==> config.mk <==
export PLATFORM = sky130hd
export DESIGN_NAME = masked_dot_top
export DESIGN_NICKNAME = d
export VERILOG_FILES = /design/src/common/masked_types_pkg.sv /design/src/common/mac_ctrl_pkg.sv /design/src/hdl/masked_mult/masked_mult_two_share.sv /design/src/hdl/pipe_delay.sv /design/src/hdl/mask_prng.sv /design/src/hdl/masked_accum/masked_accum.sv /design/src/hdl/masked_dot_top.sv
export SDC_FILE = /design/constraint.sdc
export NUM_CORES = 2
export LEC_CHECK = 0
export ABC_AREA = 1
export BUFFER_PORTS_ARGS = -buffer_cell sky130_fd_sc_hd__buf_2
export CORE_MARGIN = 2
export CORE_UTILIZATION = 50
export DETAILED_ROUTE_END_ITERATION = 10
export GPL_TIMING_DRIVEN = 1
export PLACE_DENSITY_LB_ADDON = 0.25
export SYNTH_ARGS = -nofsm -noshare
export SYNTH_HDL_FRONTEND = slang
export SYNTH_SLANG_ARGS = --single-unit
==> constraint.sdc <==
create_clock -name clk -period 7.08 [get_ports clk]
set_input_delay 0.354 -clock clk [delete_from_list [all_inputs] [get_ports clk]]
set_output_delay 0.354 -clock clk [all_outputs]
set_load 0.01 [all_outputs]
==> src/common/masked_types_pkg.sv <==
// Arithmetic share types for the masked datapath
// Holds the share width, the two-share word struct and the helpers
// that add, re-randomise and recombine two-share words

package masked_types_pkg;

    // ==============================
    // Widths
    // ==============================
    localparam int DATA_W = 16; // Bits per share, all arithmetic is modulo 2^DATA_W

    // ==============================
    // Two-share word
    // ==============================
    // Field order puts s0 in the low half so the packed layout matches a
    // [1:0][DATA_W-1:0] share array with index 0 at the bottom
    typedef struct packed {
        logic [DATA_W-1:0] s1; // Second arithmetic share
        logic [DATA_W-1:0] s0; // First arithmetic share
    } share_pair_t;

    // Share-wise sum, the unmasked values add without ever being formed
    function automatic share_pair_t share_add(share_pair_t a, share_pair_t b);
        share_pair_t r;
        r.s0 = a.s0 + b.s0;
        r.s1 = a.s1 + b.s1;
        return r;
    endfunction

    // Moves a fresh mask from one share to the other, unmasked value is unchanged
    function automatic share_pair_t share_refresh(share_pair_t a, logic [DATA_W-1:0] m);
        share_pair_t r;
        r.s0 = a.s0 + m; // Mask goes in on share 0
        r.s1 = a.s1 - m; // And comes out of share 1
        return r;
    endfunction

    // Recombines both shares into the plain value
    function automatic logic [DATA_W-1:0] share_unmask(share_pair_t a);
        return a.s0 + a.s1;
    endfunction

endpackage

==> src/common/mac_ctrl_pkg.sv <==
// Control side of the masked dot-product pipeline
// Holds the run tag width and the control struct that travels
// next to the data shares from input to accumulator

package mac_ctrl_pkg;

    // ==============================
    // Widths
    // ==============================
    localparam int TAG_W = 4; // Run identifier handed back with each result

    // ==============================
    // Per-term control
    // ==============================
    // One of these accompanies every term. A run is the terms from one with
    // start set to one with last set, both may sit on the same term
    typedef struct packed {
        logic             valid; // Term carries data, low cycles are idle
        logic             start; // First term of a run, reloads the accumulator
        logic             last;  // Final term of a run, triggers the output
        logic [TAG_W-1:0] tag;   // Run tag, sampled from the last term
    } mac_ctrl_t;

    // Total is 7 bits, handy when checking pipeline register counts
    localparam int MAC_CTRL_W = $bits(mac_ctrl_t);

endpackage

==> src/hdl/masked_mult/masked_mult_two_share.sv <==
// Two-share arithmetic masked multiplier
// Stage 1 forms the four share cross products and masks the mixed terms
// Stage 2 folds them into two output shares with a latency of two cycles

`timescale 1ns/1ps

module masked_mult_two_share #(
    parameter int WIDTH = 16                  // Bits per share
) (
    input  logic                  clk,
    input  logic                  rst_n,      // Synchronous active-low reset
    input  logic                  zeroize,    // Clears both stages
    input  logic [WIDTH-1:0]      random,     // Fresh mask word for every cycle
    input  logic [1:0][WIDTH-1:0] x,          // Arithmetic shares of x
    input  logic [1:0][WIDTH-1:0] y,          // Arithmetic shares of y
    output logic [1:0][WIDTH-1:0] z           // Arithmetic shares of x times y
);

    // ==============================
    // Stage 1 cross products
    // ==============================
    logic [WIDTH-1:0] prod_00;                // x0 * y0
    logic [WIDTH-1:0] prod_01;                // x0 * y1
    logic [WIDTH-1:0] prod_10;                // x1 * y0
    logic [WIDTH-1:0] prod_11;                // x1 * y1

    logic [WIDTH-1:0] direct_q [2];           // Registered same-index products
    logic [WIDTH-1:0] mixed_q  [2];           // Registered mixed products with mask

    always_comb begin
        prod_00 = WIDTH'(x[0] * y[0]);
        prod_01 = WIDTH'(x[0] * y[1]);
        prod_10 = WIDTH'(x[1] * y[0]);
        prod_11 = WIDTH'(x[1] * y[1]);
    end

    // The mixed products combine both shares of a secret, so they are never
    // stored without the mask. The mask cancels when z0 and z1 are summed
    always_ff @(posedge clk) begin
        if (!rst_n || zeroize) begin
            for (int i = 0; i < 2; i++) begin
                direct_q[i] <= '0;
                mixed_q[i]  <= '0;
            end
        end else begin
            direct_q[0] <= prod_00;
            direct_q[1] <= prod_11;
            mixed_q[0]  <= prod_01 + random;   // Mask added on share 0
            mixed_q[1]  <= prod_10 - random;   // Same mask removed on share 1
        end
    end

    // ==============================
    // Stage 2 output shares
    // ==============================
    logic [WIDTH-1:0] fold [2];

    // Each output share only ever sees one masked mixed term
    always_comb begin
        fold[0] = direct_q[0] + mixed_q[0];
        fold[1] = direct_q[1] + mixed_q[1];
    end

    always_ff @(posedge clk) begin
        if (!rst_n || zeroize) begin
            z <= '0;
        end else begin
            z[0] <= fold[0];
            z[1] <= fold[1];
        end
    end

    // Algebra behind the two output shares
    // z0 + z1 = x0y0 + x0y1 + x1y0 + x1y1 = (x0 + x1)(y0 + y1) mod 2^WIDTH

endmodule

==> src/hdl/pipe_delay.sv <==
// Register delay line for an arbitrary packed payload
// Keeps side information in step with a fixed-latency datapath

`timescale 1ns/1ps

module pipe_delay #(
    parameter int  DEPTH = 2,         // Number of register stages, at least one
    parameter type T     = logic      // Payload type, any packed type
) (
    input  logic clk,
    input  logic rst_n,               // Synchronous, active low
    input  logic zeroize,             // Drops everything in flight
    input  T     din,                 // Sampled every cycle
    output T     dout                 // din from DEPTH edges earlier
);

    // ==============================
    // Register chain
    // ==============================
    T stage [DEPTH];                  // stage[0] is nearest the input

    // Clearing every stage matters here, a stale valid bit left in the
    // chain after zeroize would complete a run that no longer exists
    always_ff @(posedge clk) begin
        if (!rst_n || zeroize) begin
            for (int i = 0; i < DEPTH; i++) begin
                stage[i] <= '0;
            end
        end else begin
            stage[0] <= din;
            for (int i = 1; i < DEPTH; i++) begin
                stage[i] <= stage[i-1]; // Shift one step per cycle
            end
        end
    end

    assign dout = stage[DEPTH-1];

    // With DEPTH of 1 the loop above has no iterations and the chain is
    // just stage[0], which still gives a one-cycle delay

endmodule

==> src/hdl/mask_prng.sv <==
// Mask generator for the masked datapath
// A 32-bit Galois LFSR stepped twice per cycle, split into two
// disjoint mask words so each consumer sees fresh bits every cycle

`timescale 1ns/1ps

module mask_prng
    import masked_types_pkg::*;
#(
    parameter logic [31:0] SEED = 32'h1d87_2b41 // Must be nonzero or the LFSR sticks at zero
) (
    input  logic              clk,
    input  logic              rst_n,     // Synchronous, active low
    input  logic              zeroize,   // Reloads SEED
    output logic [DATA_W-1:0] r_mult,    // Mask for the multiplier
    output logic [DATA_W-1:0] r_refresh  // Mask for the output refresh
);

    // ==============================
    // LFSR
    // ==============================
    // Feedback polynomial x^32 + x^22 + x^2 + x + 1, in right-shift Galois form
    localparam logic [31:0] TAPS = 32'h8020_0003;

    logic [31:0] state;
    logic [31:0] state_nxt;

    // One Galois step, the bit shifted out toggles the tap positions
    function automatic logic [31:0] lfsr_step(logic [31:0] s);
        logic [31:0] r;
        r = s >> 1;
        if (s[0]) begin
            r = r ^ TAPS;
        end
        return r;
    endfunction

    // Two steps per cycle so successive words overlap less
    assign state_nxt = lfsr_step(lfsr_step(state));

    always_ff @(posedge clk) begin
        if (!rst_n || zeroize) begin
            state <= SEED;
        end else begin
            state <= state_nxt;
        end
    end

    // Low and high halves go to different consumers, never the same bits
    assign r_mult    = state[DATA_W-1:0];
    assign r_refresh = state[2*DATA_W-1:DATA_W];

endmodule

==> src/hdl/masked_accum/masked_accum.sv <==
// Share-wise run accumulator for the masked dot product
// Sums product shares over a run marked by start and last,
// then re-randomises the finished sum and presents it with its tag

`timescale 1ns/1ps

module masked_accum
    import masked_types_pkg::*, mac_ctrl_pkg::*;
(
    input  logic              clk,
    input  logic              rst_n,     // Synchronous, active low
    input  logic              zeroize,   // Clears the run and the output
    input  share_pair_t       prod,      // Product shares from the multiplier
    input  mac_ctrl_t         ctrl,      // Control aligned with prod
    input  logic [DATA_W-1:0] r_refresh, // Fresh mask for the output
    output share_pair_t       out_sum,   // Re-randomised run sum
    output logic [TAG_W-1:0]  out_tag,   // Tag of the run in out_sum
    output logic              out_valid  // One-cycle pulse per finished run
);

    // ==============================
    // Accumulate stage
    // ==============================
    share_pair_t      acc;               // Running sum, still two shares
    share_pair_t      term_sum;          // Value acc takes on a valid term
    logic             done_q;            // acc holds a finished run
    logic [TAG_W-1:0] done_tag;          // Tag of that run

    // A start term drops whatever was in acc, so a start right after a last
    // begins cleanly and a start-and-last term is a one-term run
    always_comb begin
        if (ctrl.start) begin
            term_sum = prod;
        end else begin
            term_sum = share_add(acc, prod);
        end
    end

    always_ff @(posedge clk) begin
        if (!rst_n || zeroize) begin
            acc      <= '0;
            done_q   <= 1'b0;
            done_tag <= '0;
        end else begin
            done_q <= ctrl.valid && ctrl.last;
            if (ctrl.valid) begin
                acc <= term_sum;         // Idle cycles leave acc alone
            end
            if (ctrl.valid && ctrl.last) begin
                done_tag <= ctrl.tag;
            end
        end
    end

    // ==============================
    // Output stage
    // ==============================
    // The finished sum is read out of acc one edge after the last term,
    // by which time acc may already hold the first term of the next run.
    // Nonblocking updates mean the old value is the one captured here
    always_ff @(posedge clk) begin
        if (!rst_n || zeroize) begin
            out_sum   <= '0;
            out_tag   <= '0;
            out_valid <= 1'b0;
        end else begin
            out_valid <= done_q;         // Pulse lasts exactly one cycle
            if (done_q) begin
                out_sum <= share_refresh(acc, r_refresh); // Fresh mask on the way out
                out_tag <= done_tag;
            end
        end
    end

    // out_sum and out_tag keep their value between pulses, so a slow
    // consumer can still read them until the next run finishes

endmodule

==> src/hdl/masked_dot_top.sv <==
// Masked dot-product unit, top level
// Wires the mask generator, the two-share multiplier, the control
// delay line and the run accumulator together

`timescale 1ns/1ps

module masked_dot_top
    import masked_types_pkg::*, mac_ctrl_pkg::*;
#(
    parameter logic [31:0] SEED     = 32'h1d87_2b41, // LFSR seed for the masks
    parameter int          MULT_LAT = 2              // Must match the multiplier latency
) (
    input  logic             clk,
    input  logic             rst_n,     // Synchronous, active low
    input  logic             zeroize,   // Clears every stage, one cycle is enough
    input  share_pair_t      in_x,      // Shares of the x operand
    input  share_pair_t      in_y,      // Shares of the y operand
    input  mac_ctrl_t        in_ctrl,   // Valid, run markers and tag for this term
    output share_pair_t      out_sum,   // Shares of the finished dot product
    output logic [TAG_W-1:0] out_tag,   // Tag of the finished run
    output logic             out_valid  // One-cycle pulse per run
);

    // ==============================
    // Internal wires
    // ==============================
    logic [DATA_W-1:0]      r_mult;     // Multiplier mask
    logic [DATA_W-1:0]      r_refresh;  // Output refresh mask
    logic [1:0][DATA_W-1:0] z;          // Product shares as an array
    share_pair_t            prod;       // Same shares as a struct
    mac_ctrl_t              ctrl_d;     // in_ctrl aligned with z

    assign prod = '{s0: z[0], s1: z[1]};

    mask_prng #(
        .SEED      (SEED)
    ) u_prng (
        .clk       (clk),
        .rst_n     (rst_n),
        .zeroize   (zeroize),
        .r_mult    (r_mult),
        .r_refresh (r_refresh)
    );

    // Share 0 sits at array index 0 on both operands
    masked_mult_two_share #(
        .WIDTH   (DATA_W)
    ) u_mult (
        .clk     (clk),
        .rst_n   (rst_n),
        .zeroize (zeroize),
        .random  (r_mult),
        .x       ({in_x.s1, in_x.s0}),
        .y       ({in_y.s1, in_y.s0}),
        .z       (z)
    );

    pipe_delay #(
        .DEPTH   (MULT_LAT),
        .T       (mac_ctrl_t)
    ) u_ctrl_delay (
        .clk     (clk),
        .rst_n   (rst_n),
        .zeroize (zeroize),
        .din     (in_ctrl),
        .dout    (ctrl_d)
    );

    masked_accum u_accum (
        .clk       (clk),
        .rst_n     (rst_n),
        .zeroize   (zeroize),
        .prod      (prod),
        .ctrl      (ctrl_d),
        .r_refresh (r_refresh),
        .out_sum   (out_sum),
        .out_tag   (out_tag),
        .out_valid (out_valid)
    );

endmodule

Word level (Yosys, flattened, before mapping)
Memories as Yosys holds them, arrays and structs flattened.
Index checks and enable logic that the tools add are counted.
- register bits: 138
- RAM bits: 78
- input bits: 74
- output and inout bits: 37
- word-level logic and storage cells: 52
- memories kept: 3
- memory list (memory ; words ; width ; rd ports ; clocked after memory_dff ; write ports ; line ; text):
    u_mult.direct_q ; 2 ; 16 ; 2 ; 0 ; 2 ; masked_mult_two_share.sv:27 ; logic [WIDTH-1:0] direct_q [2];
    u_mult.mixed_q ; 2 ; 16 ; 2 ; 0 ; 2 ; masked_mult_two_share.sv:28 ; logic [WIDTH-1:0] mixed_q [2];
    u_ctrl_delay.stage ; 2 ; 7 ; 2 ; 0 ; 2 ; pipe_delay.sv:20 ; T stage [DEPTH];
- $add $sub $neg: 8
- multiply operators: 4
- mux-type cells: 12
- bitwise operators: 9
- reduce and logical (&&, ||, !) cells: 4
- operators by type and width (kind ; count):
    16-bit adder ; 6
    16-bit by 16-bit multiplier with 16-bit output ; 4
    16-bit two-way mux ; 4
    32-bit two-way mux ; 2
    16-bit subtractor ; 2
    22-bit two-way mux ; 1
    7-bit two-way mux ; 2
    3-bit NOT with 4-bit output ; 2
    1-bit bitwise OR ; 6
    1-bit two-way mux ; 3
    2-bit OR reduction ; 1
    1-bit logical AND ; 1
    1-bit logical NOT ; 1
    1-bit logical OR ; 1
    1-bit NOT ; 1

Depth between registers and ports, before layout
- depth after elaboration: 5
- gate-level depth with buffers: 27
- depth with buffers taken out: 25

Hierarchy
From an unflattened synthesis, not the netlist that was laid out.
- cell total of the unflattened synthesis: 4287
- area total of the unflattened synthesis: 30033.8 sq um
- modules (own cells, without submodules) (module ; instances ; cells each ; area each (sq um) ; sequential area each (sq um)):
    masked_mult_two_share ; 1 ; 3059 ; 21907.3 ; 1921.8
    masked_accum ; 1 ; 1050 ; 6392.4 ; 1481.4
    mask_prng ; 1 ; 126 ; 1249.9 ; 640.6
    pipe_delay ; 1 ; 52 ; 484.2 ; 280.3

Worst setup path before layout
Ideal clock, no wire load.
- kind: input port to flip-flop
- from: in in_y[17] (netlist bit)
- to: mem u_mult.direct_q[1][14] (netlist: u_mult.direct_q[0][30])
- setup time: 0.121 ns
- arrival: 5.331 ns
- data required time: 6.959 ns
- slack: 1.628 ns
- stages: 24
- buffers on the path: 2
- path through: clkbuf_1 -> buf_1 -> nand2_1 -> fa_1 -> fa_1 -> inv_1 -> fa_1 -> inv_1 -> fa_1 -> inv_1 -> fa_1 -> inv_1 -> fa_1 -> inv_1 -> ha_1 -> a21oi_1 -> o21a_1 -> nand3_1 -> nand2_1 -> inv_1 -> o21ai_0 -> nand2_1 -> o21ai_0 -> a21oi_1
- RTL lines (item ; line ; text):
    start: declaration ; masked_dot_top.sv:17 ; input share_pair_t in_y,
    end: declaration ; masked_mult_two_share.sv:27 ;

==> flow_summary.toml <==
[status]
status = "finished, final reports clean"

[critical_path]
cp-start-kind = "input pin"
r2r_cells = 17
r2r_start = "u_prng.state[14]"
critPathTopFamily = "adder cells"
crit_path_cell_trace = "buf_2, nand2_1, fa_1, fa_1, inv_1, fa_1, inv_1, fa_1, inv_1, fa_1, inv_1, fa_1, inv_1, ha_1, nand2_1, nor3_1, nand3_1, nand3_1, nand2_1, inv_1, o21ai_0, nand2_1, o21ai_0, a21oi_1"
critPathRequiredTime_ns = 7.56
worstPathArrival_ns = 5.69
crit_fanout = 30
critPathCaptureType = "flip-flop"
r2r-end = "u_mult.mixed_q[0][31]"
path_class = "in -> reg"
ff2ff_setup_slack_ns = 2.90
cp_slowest_cell = "buf_2"
path_buf_inv = 7
critPathMaxStageDelay_ns = 0.55

[floorplan]
fp.dieH_um = 243.6
placeableCoreArea_um2 = 56600
die_x_um = 243.6
die_area_um2 = 59340
start_util = 0.5071
row_count = 87
num_io_pins = 111

[pwr]
p_clk_frac = 0.153
power_switching_w = 0.004812
ir_drop_mv = 0.2989
p_sw_frac = 0.4972
p_leak_nw = 17.66
p_per_area_nw_per_um2 = 316.3
seq_power_share = 0.148
p_comb_frac = 0.699
p_int_w = 0.004866

[logic_synthesis]
ys_seq_area_frac = 0.1506
yosys_warnings = 0
syn-cell-area_um2 = 28700
yosysTopAreaCellShare = 0.2469
synth_fp_nets = 4729
syn_area_per_cell_um2 = 7.169
syn_inst = 4004
synth_top_cell_by_area = "fa_1"
ys_ff_latch = 216
synth_area_leaders = "fa_1 25%, dfxtp_1 15%, inv_1 13%"
yosysUniqueCellTypes = 46

[detailed_routing]
postRouteAntennaNets = 0
dr.pass1.iters = 5
drc = 0
post_drt_wl_per_cell_um = 14.37
vias = 24033
vias_per_cell = 5.030
drt_iter0_markers = 1386
routed_wl_um = 68660

[min_path]
holdPathStages = 3
min_to = "u_ctrl_delay.stage[0][0]"
hp-class = "in -> reg"
min_from = "in_ctrl[0]"

[timing]
fmax_mhz = 192.1
period_minus_slack_ns = 5.207
setup_tns_ns = 0
holdWs_ns = 0.02900
drv_slew = 0
max_slew_margin = 0.4167
worstMarginPinSlew_ns = 0.8750
rsz0062_at_grt = "false"
period_share = 0.7354
hold_viol = 0
skew_ns = 0.02223
finalSetupViolCount = 0

[final_layout]
area_growth_pct = 6.604
drive_gt1_frac = 0.05196
layout_commonest_cell = "inv_1"
stdcell_area_um2 = 30600
final_cell_mix = "1,001 x inv_1, 979 x nand2_1, 354 x fa_1"
antennaDiodeCount = 0
fill_cells = 5582
layout.nets = 4726
instances_no_fill = 4778
final_core_util = 0.5406

[place]
dpl_cell_area_um2 = 29600
dp_cells = 4724
hpwl_um = 51580
io_buffers = 110
gp_congestion = 0.8890

[clock_tree]
htreeDepth = 1
cts_tree = "done"
numCtsBuffers = 27
clock_path_buffers = 3
clk_pin_slew_worst_paths_ns = 0.06
clk_latency_ns = 0.56
cts_root_buf = "clkbuf_16"
cts.sinks = 216

[global_routing]
grt_start_max_net_pins = 72
grt_pass1_wl_um = 116800
grt_use_total = 0.2387
grt_pass1_vias = 24017
gr-total-overflow = 0
antenna_found_initial = 0

[job]
maxCapViolCount = 0
timing repair:
| action | in CTS | in global routing |
|---|---|---|
| hold endpoints to repair | 4 | 0 |
| hold buffers | 4 | 0 |
| setup buffers | 0 | 0 |
| gates resized for setup | 0 | 0 |
cell type report:
type / instances / area, µm² / area share
Multi-Input combinational cell: 2621 / 19910 / 0.6506
Sequential cell: 216 / 4324 / 0.1413
Inverter: 1012 / 3801 / 0.1242
Tap cell: 756 / 945.9 / 0.03091
Clock buffer: 34 / 752.0 / 0.02457
Timing Repair Buffer: 123 / 658.1 / 0.02151
Clock inverter: 16 / 209.0 / 0.006829
worst reg2reg max path, cell delays in order (launching register included):
cell and delay [ns]:
dfxtp_1 0.30, inv_1 0.26, ha_1 0.31, ha_1 0.29, inv_1 0.07, fa_1 0.43
fa_1 0.53, fa_1 0.46, fa_1 0.50, inv_1 0.06, ha_1 0.35, nand2_1 0.07
inv_1 0.07, nand3_1 0.08, nand3_1 0.11, nand3_1 0.08, nand2_1 0.07, nor2_1 0.05
power by group through the flow:
stage                     Clock, W  Sequential, W  Combinational (W)
after global routing       0.00156        0.00144            0.00797
final                      0.00148        0.00143            0.00677
after global placement           0        0.00145            0.00658
after detailed placement         0        0.00145            0.00669
after floorplan                  0        0.00142            0.00532
after CTS                  0.00151        0.00143            0.00677
synthesized netlist by cell type, drive strengths merged:
cell / n
inv: 1011
nand2: 993
fa: 354
ha: 297
a21oi: 247
dfxtp: 216
nor2: 202
o21ai: 145
nand3: 142
clkbuf: 101
buf: 54
xor2: 44
xnor2: 41
o21a: 29
o211ai: 26
a21o: 19
nor3: 17
nand4: 13
a31oi: 10
nand3b: 10
o31ai: 8
o21bai: 7
or2: 5
a21boi: 3
nor4: 3
o2111ai: 2
a211oi: 1
a221o: 1
clkinv: 1
nand2b: 1
nor3b: 1
routing by layer:
layer  up-vias  global-route usage  wire length, µm
met5         -                   0                0
met4         0             0.06725             1965
met3       105             0.02148             3603
met2       615              0.4096            31960
met1     11326              0.3219            31140
li1      11987                   -                -
per-stage QoR:
step           power, W  setup WS [ns]
6_report       0.009678          1.873
5_1_grt         0.01097          1.454
4_1_cts        0.009708          1.906
3_5_place_dp   0.008146          1.358
3_3_place_gp   0.008036          1.416
2_1_floorplan  0.006733          1.628
how the worst max path moves through the flow:
stage                   from                      to  slack, ns  depth (start not counted)
detailed placement  in_y[17]  u_mult.direct_q[0][30]       1.36                         24
global placement    in_y[17]  u_mult.direct_q[0][30]       1.42                         23
global route        in_y[17]  u_mult.direct_q[0][30]       1.45                         24
finish              in_y[17]  u_mult.direct_q[0][30]       1.87                         24
floorplan           in_y[17]  u_mult.direct_q[0][30]       1.63                         24
CTS                 in_y[17]  u_mult.direct_q[0][30]       1.91                         24
kinds of logic after synthesis:
group	share of synthesized area
and+or+nand+nor	0.1938
buffers and inverters	0.1560
adders and majority gates	0.3764
AOI/OAI and AO/OA	0.09677
DFF	0.1506
xor gates and xnor gates	0.02646
state kept, by name (all words and copies together), names as in the netlist:
| register | cells |
|---|---|
| u_mult.direct_q | 32 |
| u_accum.out_tag | 4 |
| u_prng.state | 32 |
| u_mult.mixed_q | 32 |
| u_accum.done_tag | 4 |
| u_mult.z | 32 |
| u_accum.done_q | 1 |
| u_accum.acc | 32 |
| u_accum.out_valid | 1 |
| u_accum.out_sum | 32 |
| u_ctrl_delay.stage | 14 |
No activity file was read; power rests on OpenSTA's default activity.
